$ cat src/common/fetch_pkg.sv
package fetch_pkg;

    // queue geometry, one slot always left empty
    localparam int QUEUE_DEPTH = 16;
    localparam int QPTR_W      = $clog2(QUEUE_DEPTH);

    localparam logic [31:0] RESET_PC = 32'h0000_0000;

    localparam int INST_ID_W = 64;  // running id handed to decode

    // word-fetch request to instruction memory
    typedef struct packed {
        logic [31:0] addr;
    } mem_req_t;

    // memory response, valid for one cycle
    typedef struct packed {
        logic        valid;
        logic [31:0] addr;
        logic [31:0] inst;
    } mem_resp_t;

    // word presented to decode
    typedef struct packed {
        logic [31:0]          addr;
        logic [31:0]          inst;
        logic [INST_ID_W-1:0] inst_id;
    } fetch_out_t;

    // fetch FSM, WAITING while a request is in flight
    typedef enum logic {
        IDLE,
        WAITING
    } fetch_state_e;

endpackage

$ cat src/fetch/fetch_ctrl.sv
`timescale 1ns/1ps

module fetch_ctrl (
    input  logic clk,
    input  logic rst_n,

    input  logic redirect_valid,
    input  logic resp_valid,
    input  logic resp_match,
    input  logic q_full,
    input  logic q_empty,
    input  logic mem_req_ready,
    input  logic out_ready,

    output logic mem_req_valid,
    output logic pc_step,
    output logic q_push,
    output logic q_pop,
    output logic flush,
    output logic out_valid
);

    import fetch_pkg::*;

    fetch_state_e state;
    fetch_state_e state_next;

    logic resp_done;    // outstanding request answered this cycle
    logic req_fire;     // request handshake completes

    assign resp_done = (state == WAITING) && resp_valid && resp_match;

    // new request may go out in the same cycle the old one completes
    assign mem_req_valid = !redirect_valid && !q_full &&
                           ((state == IDLE) || resp_done);

    assign req_fire = mem_req_valid && mem_req_ready;
    assign pc_step  = req_fire;

    // a redirect wins over every other strobe
    assign flush  = redirect_valid;
    assign q_push = resp_done && !redirect_valid;

    // decode never sees a word in the redirect cycle
    assign out_valid = !q_empty && !redirect_valid;
    assign q_pop     = out_valid && out_ready;

    always_comb begin
        state_next = state;
        if (redirect_valid) begin
            state_next = IDLE;          // in-flight request abandoned
        end else if (req_fire) begin
            state_next = WAITING;
        end else if (resp_done) begin
            state_next = IDLE;
        end
    end

    always_ff @(posedge clk or negedge rst_n) begin
        if (!rst_n) begin
            state <= IDLE;
        end else begin
            state <= state_next;
        end
    end

endmodule

$ cat src/fetch/pc_unit.sv
`timescale 1ns/1ps

module pc_unit (
    input  logic               clk,
    input  logic               rst_n,

    input  logic               pc_step,
    input  logic               flush,
    input  logic [31:0]        redirect_addr,

    input  fetch_pkg::mem_resp_t mem_resp,
    output fetch_pkg::mem_req_t  mem_req,
    output logic               resp_match
);

    import fetch_pkg::*;

    logic [31:0] pc;
    logic [31:0] req_addr;  // address of the request in flight
    logic [31:0] pc_next;

    // no prediction, always sequential
    assign pc_next = pc + 32'd4;

    assign mem_req.addr = pc;

    // only the answer to our own request counts
    assign resp_match = (mem_resp.addr == req_addr);

    always_ff @(posedge clk or negedge rst_n) begin
        if (!rst_n) begin
            pc <= RESET_PC;
        end else if (flush) begin
            pc <= redirect_addr;    // mispredict target
        end else if (pc_step) begin
            pc <= pc_next;
        end
    end

    always_ff @(posedge clk or negedge rst_n) begin
        if (!rst_n) begin
            req_addr <= RESET_PC;
        end else if (pc_step && !flush) begin
            req_addr <= pc;         // latch address as it is accepted
        end
    end

endmodule

$ cat src/fetch/fetch_queue.sv
`timescale 1ns/1ps

module fetch_queue (
    input  logic                  clk,
    input  logic                  rst_n,

    input  logic                  q_push,
    input  logic                  q_pop,
    input  logic                  flush,

    input  fetch_pkg::mem_resp_t  mem_resp,

    output logic                  q_full,
    output logic                  q_empty,
    output fetch_pkg::fetch_out_t out
);

    import fetch_pkg::*;

    // usable entries, one slot separates full from empty
    localparam logic [QPTR_W:0] CAPACITY = (QPTR_W + 1)'(QUEUE_DEPTH - 1);

    logic [31:0] addr_mem [QUEUE_DEPTH];
    logic [31:0] inst_mem [QUEUE_DEPTH];

    logic [QPTR_W-1:0]    head;
    logic [QPTR_W-1:0]    tail;
    logic [INST_ID_W-1:0] inst_id;

    logic [QPTR_W:0] fill_next;     // fill level after this cycle's push

    assign fill_next = {1'b0, tail - head} + {{QPTR_W{1'b0}}, q_push};

    // counts the word being written now, so a reissued request
    // always finds a free slot for its answer
    assign q_full  = (fill_next >= CAPACITY);
    assign q_empty = (head == tail);

    assign out.addr    = addr_mem[head];
    assign out.inst    = inst_mem[head];
    assign out.inst_id = inst_id;

    // storage, no reset
    always_ff @(posedge clk) begin
        if (q_push) begin
            addr_mem[tail] <= mem_resp.addr;
            inst_mem[tail] <= mem_resp.inst;
        end
    end

    always_ff @(posedge clk or negedge rst_n) begin
        if (!rst_n) begin
            head    <= '0;
            tail    <= '0;
            inst_id <= '0;
        end else if (flush) begin
            head    <= tail;            // drop everything held
            inst_id <= inst_id + 1'b1;
        end else begin
            if (q_push) begin
                tail <= tail + 1'b1;
            end
            if (q_pop) begin
                head    <= head + 1'b1;
                inst_id <= inst_id + 1'b1;
            end
        end
    end

endmodule

$ cat src/source/fetch_top.sv
`timescale 1ns/1ps

module fetch_top (
    input  logic                  clk,
    input  logic                  rst_n,

    // redirect from execute
    input  logic                  redirect_valid,
    input  logic [31:0]           redirect_addr,

    // instruction memory
    output logic                  mem_req_valid,
    output fetch_pkg::mem_req_t   mem_req,
    input  logic                  mem_req_ready,
    input  fetch_pkg::mem_resp_t  mem_resp,

    // decode
    output logic                  out_valid,
    output fetch_pkg::fetch_out_t out,
    input  logic                  out_ready
);

    logic resp_match;
    logic q_full;
    logic q_empty;
    logic pc_step;
    logic q_push;
    logic q_pop;
    logic flush;

    fetch_ctrl ctrl_i (
        .clk            (clk),
        .rst_n          (rst_n),
        .redirect_valid (redirect_valid),
        .resp_valid     (mem_resp.valid),
        .resp_match     (resp_match),
        .q_full         (q_full),
        .q_empty        (q_empty),
        .mem_req_ready  (mem_req_ready),
        .out_ready      (out_ready),
        .mem_req_valid  (mem_req_valid),
        .pc_step        (pc_step),
        .q_push         (q_push),
        .q_pop          (q_pop),
        .flush          (flush),
        .out_valid      (out_valid)
    );

    pc_unit pc_i (
        .clk           (clk),
        .rst_n         (rst_n),
        .pc_step       (pc_step),
        .flush         (flush),
        .redirect_addr (redirect_addr),
        .mem_resp      (mem_resp),
        .mem_req       (mem_req),
        .resp_match    (resp_match)
    );

    fetch_queue queue_i (
        .clk      (clk),
        .rst_n    (rst_n),
        .q_push   (q_push),
        .q_pop    (q_pop),
        .flush    (flush),
        .mem_resp (mem_resp),
        .q_full   (q_full),
        .q_empty  (q_empty),
        .out      (out)
    );

endmodule

$ cat config.mk
export PLATFORM = sky130hd
export DESIGN_NAME = fetch_top
export DESIGN_NICKNAME = d
export VERILOG_FILES = /design/src/common/fetch_pkg.sv /design/src/fetch/fetch_ctrl.sv /design/src/fetch/pc_unit.sv /design/src/fetch/fetch_queue.sv /design/src/source/fetch_top.sv
export SDC_FILE = /design/constraint.sdc
export NUM_CORES = 1
export LEC_CHECK = 0
export BUFFER_PORTS_ARGS = -buffer_cell sky130_fd_sc_hd__buf_2
export CORE_AREA = 2 2 340 342
export DETAILED_ROUTE_END_ITERATION = 6
export DIE_AREA = 0 0 342 344
export SLEW_MARGIN = 10
export SYNTH_ARGS = -nofsm -noshare
export SYNTH_HDL_FRONTEND = slang
export SYNTH_SLANG_ARGS = --single-unit
$ cat constraint.sdc
create_clock -name clk -period 18.7 [get_ports clk]
set_input_delay 1.87 -clock clk [delete_from_list [all_inputs] [get_ports clk]]
set_output_delay 1.87 -clock clk [all_outputs]
set_load 0.01 [all_outputs]
==> results of run 1 <==
==> worst max-delay path by stage <==
stage / startpoint / endpoint / slack (ns) / cells past startpoint
floorplan: mem_resp[52] / queue_i.addr_mem[3][0] / 10.42 / 6
global placement: mem_resp[61] / mem_req_valid / 11.02 / 13
detailed placement: mem_resp[61] / mem_req_valid / 11.06 / 13
CTS: queue_i.head[0] / out[109] / 10.94 / 6
global route: queue_i.head[0] / out[111] / 10.76 / 6
finish: mem_resp[61] / mem_req_valid / 11.01 / 13
==> flip-flops by register name, summed over array words and instances (netlist names) <==
name,flops
ctrl_i.state,1
pc_i.mem_req,32
pc_i.req_addr,32
queue_i.addr_mem,512
queue_i.head,4
queue_i.inst_id,64
queue_i.inst_mem,512
queue_i.tail,4
==> layout make-up <==
type                            count  area share (%)
Sequential cell                  1161            65.4
Clock buffer                      140            5.66
Timing Repair Buffer              308            3.20
Inverter                           12          0.0862
Clock inverter                     75            1.24
Antenna cell                        5          0.0239
Multi-Input combinational cell    826            20.8
Tap cell                         1512            3.62
==> per-stage QoR <==
step	power, µW	hold slack, ns	instance area [µm²]	util [%]
finish	5660	0.482	52300	45.9
global route	5860	0.509	52300	45.9
CTS	5730	0.490	52300	45.9
detailed placement	3530	0.473	48700	42.7
global placement	3520	0.453	48700	42.7
floorplan	3290	0.479	45400	-
==> power breakdown <==
| group | switching, µW | total, µW | internal [µW] |
|---|---|---|---|
| clock network | 964 | 2200 | 1240 |
| registers | 63.3 | 2910 | 2850 |
| logic | 286 | 548 | 262 |
==> cell usage after synthesis (4+ instances only) <==
cell and instances:
mux2_2 37, mux4_2 320, clkbuf_1 58, nand2b_1 4, nor4_2 5, a21oi_1 7, nor4_1 10, buf_1 19
o2111ai_1 4, nor3_1 25, xor2_1 51, nand3_1 33, and4_1 9, nor2_1 42, xnor2_1 73, and3_1 23
inv_1 12, buf_2 12, o21ai_1 6, o21ai_0 24, nand2_1 79, edfxtp_1 1024, nand4_1 19, dfrtp_1 137
ha_1 12
==> logic make-up (layout without fill, tap and decap cells) <==
| family | count (synthesis) | after routing | synth area share [%] |
|---|---|---|---|
| xor gates and xnor gates | 125 | 125 | 2.43 |
| muxes | 358 | 358 | 16.8 |
| adders and majority gates | 13 | 13 | 0.375 |
| DFF | 1161 | 1161 | 75.4 |
| and+or+nand+nor | 276 | 276 | 3.29 |
| AOI/OAI and AO/OA | 54 | 54 | 0.756 |
| other | 0 | 5 | 0 |
| buffers and inverters | 105 | 535 | 0.960 |
==> worst max-delay path, delay by kind of cell <==
family                   cells  cell delay [ns]
adder cells (fa/ha/maj)      2             0.55
AND/OR/NAND/NOR              6             2.39
AO/OA/AOI/OAI                2             0.41
XOR/XNOR                     1             0.13
buffers and inverters        2             0.47
==> per-layer routing <==
layer	wire length (µm)	global-route usage, %	vias up	part of all wire [%]
li1	-	-	9323	-
met1	47100	26.1	11800	43
met2	52900	29.9	713	48
met3	7690	4.41	152	7.0
met5	162	0	-	0.15
met4	2050	4.70	26	1.9
==> impl_metrics.tcl, run 1 <==
set metrics [dict create \
    path_class "in2out" \
    cts_tree "yes" \
    fin_setup_tns_ns 0 \
    overflow 0 \
    fin_crit_ns 7.69 \
    clock_path_buffers 3 \
    endpoint_kind "primary output" \
    layout.nets 2538 \
    worstSkewPairLatency_ns 0.72 \
    whs_path_depth 1 \
    yosysTopAreaCellShare_pct 67.8 \
    dpl_worst_slack_ns 11.06 \
    min_to "queue_i.inst_id[63]" \
    leakagePower_uw 0.0176 \
    seq_area_frac_synth_pct 75.4 \
    synthArstFlopShare_pct 11.8 \
    syn-num-nets 2207 \
    drive_gt1_share_pct 34.4 \
    routabilityCongestion 0.841 \
    cts-resized-gates 0 \
    p_per_area_mw_per_mm2 108 \
    ys_types 60 \
    grt_max_degree 168 \
    wl_um 110000 \
    multi_input_area_mm2 0.0108 \
    vias 22100 \
    postSynthAreaPerCell_um2 21.7 \
    firstDrtPassIters 5 \
    htree_num_levels 3 \
    status "completed" \
    rsz0062_at_grt "false" \
    synth-edff-count 1024 \
    crit_fanout 17 \
    wl_per_cell_um 27.2 \
    maxSlewViolCount 0 \
    crit_required_ns 16.83 \
    route.detailed.drc 0 \
    final_cells 4039 \
    synth_top_flop_cell "edfxtp_1" \
    maxCapViolations 0 \
    crit_arrival_ns 5.82 \
    placed_cells 3819 \
    port_buffers 263 \
    cts_root_buf "clkbuf_16" \
    regArea_mm2 0.0342 \
    slowest_stage "nor4_2" \
    fmax_mhz 130 \
    hold_violations 0 \
    clock_sinks 1161 \
    grt_pass1_vias 23100 \
    netlist_instances 2092 \
    netlist_area_mm2 0.0454 \
    cts_hold_buffers 0 \
    grt_pass1_wl_um 160000 \
    max-slew-margin-rel_pct 20.3 \
    period_share_pct 41.1 \
    rows 124 \
    setup_viol 0 \
    die-area_mm2 0.118 \
    synth_area_leader_cell "edfxtp_1" \
    die_w_um 342 \
    final_common_cell "edfxtp_1" \
    first_iter_violations 1800 \
    worstHoldStart "queue_i.inst_id[63]" \
    numCtsBuffers 114 \
    die_y_um 344 \
    final_cell_mix "edfxtp_1, mux4_2, buf_2" \
    fin_skew_ns 0.0395 \
    cp_cell_sequence "buf_2 -> xor2_1 -> nor4_2 -> nand4_2 -> nor4_2 -> ha_1 -> ha_1 -> and2_0 -> o21ai_0 -> a211o_1 -> nand2_1 -> nor3_1 -> buf_2" \
    tightest_slew_ns 1.20 \
    ir_drop_v 0.0000857 \
    worstRegToRegCells 8 \
    ios 264 \
    yosys_warnings 0 \
    synth_area_leaders "edfxtp_1, mux4_2, dfrtp_1" \
    start_kind "input pin" \
    cp_slowest_stage_delay_ns 0.96 \
    ys_seq_elements 1161 \
    antenna_found_initial 25 \
    post-cts-setup-buffers 0 \
    core-area_mm2 0.114 \
    drt.antenna.violating_nets 0 \
    syn_to_final_growth_pct 15.3 \
    worst_r2r_startpoint "pc_i.req_addr[29]" \
    min_path_type "reg2reg" \
    track_usage_pct 18.7 \
    viasPerCell 5.46 \
    place_hpwl_um 63300 \
    r2r_setup_slack_ns 13.35 \
    timing.rr.end "queue_i.inst_mem[7][16]" \
    path_clk_slew_ns 0.06 \
    start_util_pct 39.8 \
    fin_ws_ns 11.01 \
    fill_cells 9615 \
]
Power figures use the tool's default switching activity.
==> run 2, diff against run 1 <==
- clock period: 18.7 -> 6.45 ns (I/O delays scaled with it)
==> run 2 against run 1 <==
Against the previous run: largest cell class unchanged; sequential power rose to 2.9 times the previous value; first-iteration DRC count rose by 17%; clock skew rose by 0.026 ns; via count rose by 1.5%; final area rose by 0.64%.
==> impl_metrics.tcl, run 2 (synthesis gave the netlist of run 1 again) <==
set metrics [dict create \
    fmax_mhz 196 \
    worstSkewPairLatency_ns 0.74 \
    leakagePower_uw 0.0177 \
    maxSlewViolCount 0 \
    vias 22400 \
    final_core_util_pct 46.2 \
    wl_um 110000 \
    period_share_pct 79.1 \
    grt_max_degree 91 \
    final_common_cell "edfxtp_1" \
    first_iter_violations 2104 \
    crit_arrival_ns 4.46 \
    grt_pass1_wl_um 161000 \
    p_per_area_mw_per_mm2 319 \
    fill_cells 9555 \
    cp_slowest_stage_delay_ns 0.95 \
    grt_pass1_vias 23400 \
    port_buffers 263 \
    wl_per_cell_um 27.2 \
    clock_path_buffers 3 \
    r2r_setup_slack_ns 2.00 \
    clock_sinks 1161 \
    critical_path_buf_inv_count 3 \
    place_hpwl_um 61700 \
    min_path_type "in2reg" \
    worstHoldStart "redirect_addr[17]" \
    cp_cell_sequence "buf_4 -> buf_4 -> mux4_2 -> mux4_2 -> buf_2" \
    tightest_slew_ns 1.10 \
    slowest_stage "buf_4" \
    die-area_mm2 0.118 \
    numCtsBuffers 117 \
    worstRegToRegCells 14 \
    holdWs_ns 0.144 \
    post-cts-setup-buffers 0 \
    htree_num_levels 3 \
    route.detailed.drc 0 \
    regArea_mm2 0.0342 \
    hold_violations 0 \
    cts_root_buf "clkbuf_16" \
    rsz0062_at_grt "false" \
    ios 264 \
    die_w_um 342 \
    core-area_mm2 0.114 \
    antenna_found_initial 25 \
    final_cell_mix "edfxtp_1, mux4_2, buf_2" \
    max-slew-margin-rel_pct 26.4 \
    syn_to_final_growth_pct 16.0 \
    critical_path.top_delay_family "buffers and inverters" \
    final_cells 4045 \
    firstDrtPassIters 5 \
    dpl_worst_slack_ns 1.50 \
    endpoint_kind "primary output" \
    path_clk_slew_ns 0.06 \
    viasPerCell 5.54 \
    ir_drop_v 0.000244 \
    drive_gt1_share_pct 34.6 \
    fin_crit_ns 5.10 \
    track_usage_pct 18.8 \
    layout.nets 2541 \
    whs_path_depth 3 \
    crit_fanout 73 \
    reg_top3 "queue_i.addr_mem x512, queue_i.inst_mem x512, queue_i.inst_id x64" \
    fin_skew_ns 0.0653 \
    crit_required_ns 5.80 \
    rows 124 \
    start_util_pct 39.8 \
    drt.antenna.violating_nets 0 \
    overflow 0 \
    path_class "reg2out" \
    die_y_um 344 \
    multi_input_area_mm2 0.0109 \
    placed_cells 3818 \
    status "completed" \
    totalPowerFinal_uw 16800 \
    timing.rr.end "pc_i.mem_req[23]" \
    setup_viol 0 \
    start_kind "flip-flop" \
    fin_ws_ns 1.35 \
    cts_tree "yes" \
    routabilityCongestion 0.877 \
    min_to "pc_i.mem_req[17]" \
    maxCapViolations 0 \
    worst_r2r_startpoint "pc_i.req_addr[29]" \
]
run 2: worst max-delay path by stage:
| stage | start | to | slack (ns) | depth (start not counted) |
|---|---|---|---|---|
| floorplan | mem_resp[52] | queue_i.addr_mem[0][0] | -0.56 | 6 |
| global placement | mem_resp[61] | pc_i.mem_req[23] | 1.54 | 15 |
| detailed placement | mem_resp[61] | pc_i.req_addr[2] | 1.50 | 15 |
| CTS | queue_i.head[1] | out[101] | 1.27 | 5 |
| global route | queue_i.head[1] | out[101] | 1.19 | 5 |
| finish | queue_i.head[1] | out[101] | 1.35 | 5 |
run 2: final cells by class:
| type | instances | area share (%) |
|---|---|---|
| Sequential cell | 1161 | 65.0 |
| Multi-Input combinational cell | 826 | 20.6 |
| Clock buffer | 152 | 5.89 |
| Tap cell | 1512 | 3.60 |
| Timing Repair Buffer | 308 | 3.28 |
| Clock inverter | 70 | 1.50 |
| Inverter | 12 | 0.0856 |
| Antenna cell | 4 | 0.0190 |
run 2: worst register-to-register path, stage by stage, from the launching register on:
cell,delay [ns]
dfrtp_1,0.44
xor2_1,0.19
nor4_2,0.55
nand4_2,0.27
nor4_2,0.31
buf_4,0.22
ha_1,0.19
ha_1,0.23
and2_0,0.17
o21ai_0,0.17
a211o_1,0.22
and4_1,0.30
nand2_2,0.41
or3_1,0.50
a31oi_1,0.19
run 2: what timing repair did:
action / 4_1_cts / 5_1_grt
gates resized for setup: 0 / 0
endpoints found under the setup margin: 0 / 0
endpoints found under the hold margin: 64 / 0
hold buffers: 1 / 0
run 2: per-layer routing:
layer / track usage, % / vias to the layer above / share of wire, %
li1: - / 9335 / -
met1: 25.9 / 12100 / 42
met2: 30.9 / 816 / 49
met3: 4.23 / 156 / 7.6
met4: 3.90 / 24 / 1.5
met5: 0 / - / 0.13
run 2: stage by stage:
step | setup TNS, ns | instance area, µm²
after floorplan | -106.62 | 45400
after global placement | 0 | 48700
after detailed placement | 0 | 48700
after CTS | 0 | 52600
after global routing | 0 | 52600
final | 0 | 52600
run 2: where the power goes:
group / switching [µW] / internal (µW)
Combinational: 803 / 757
Clock: 2880 / 3890
Sequential: 201 / 8270
Total: 3880 / 12900
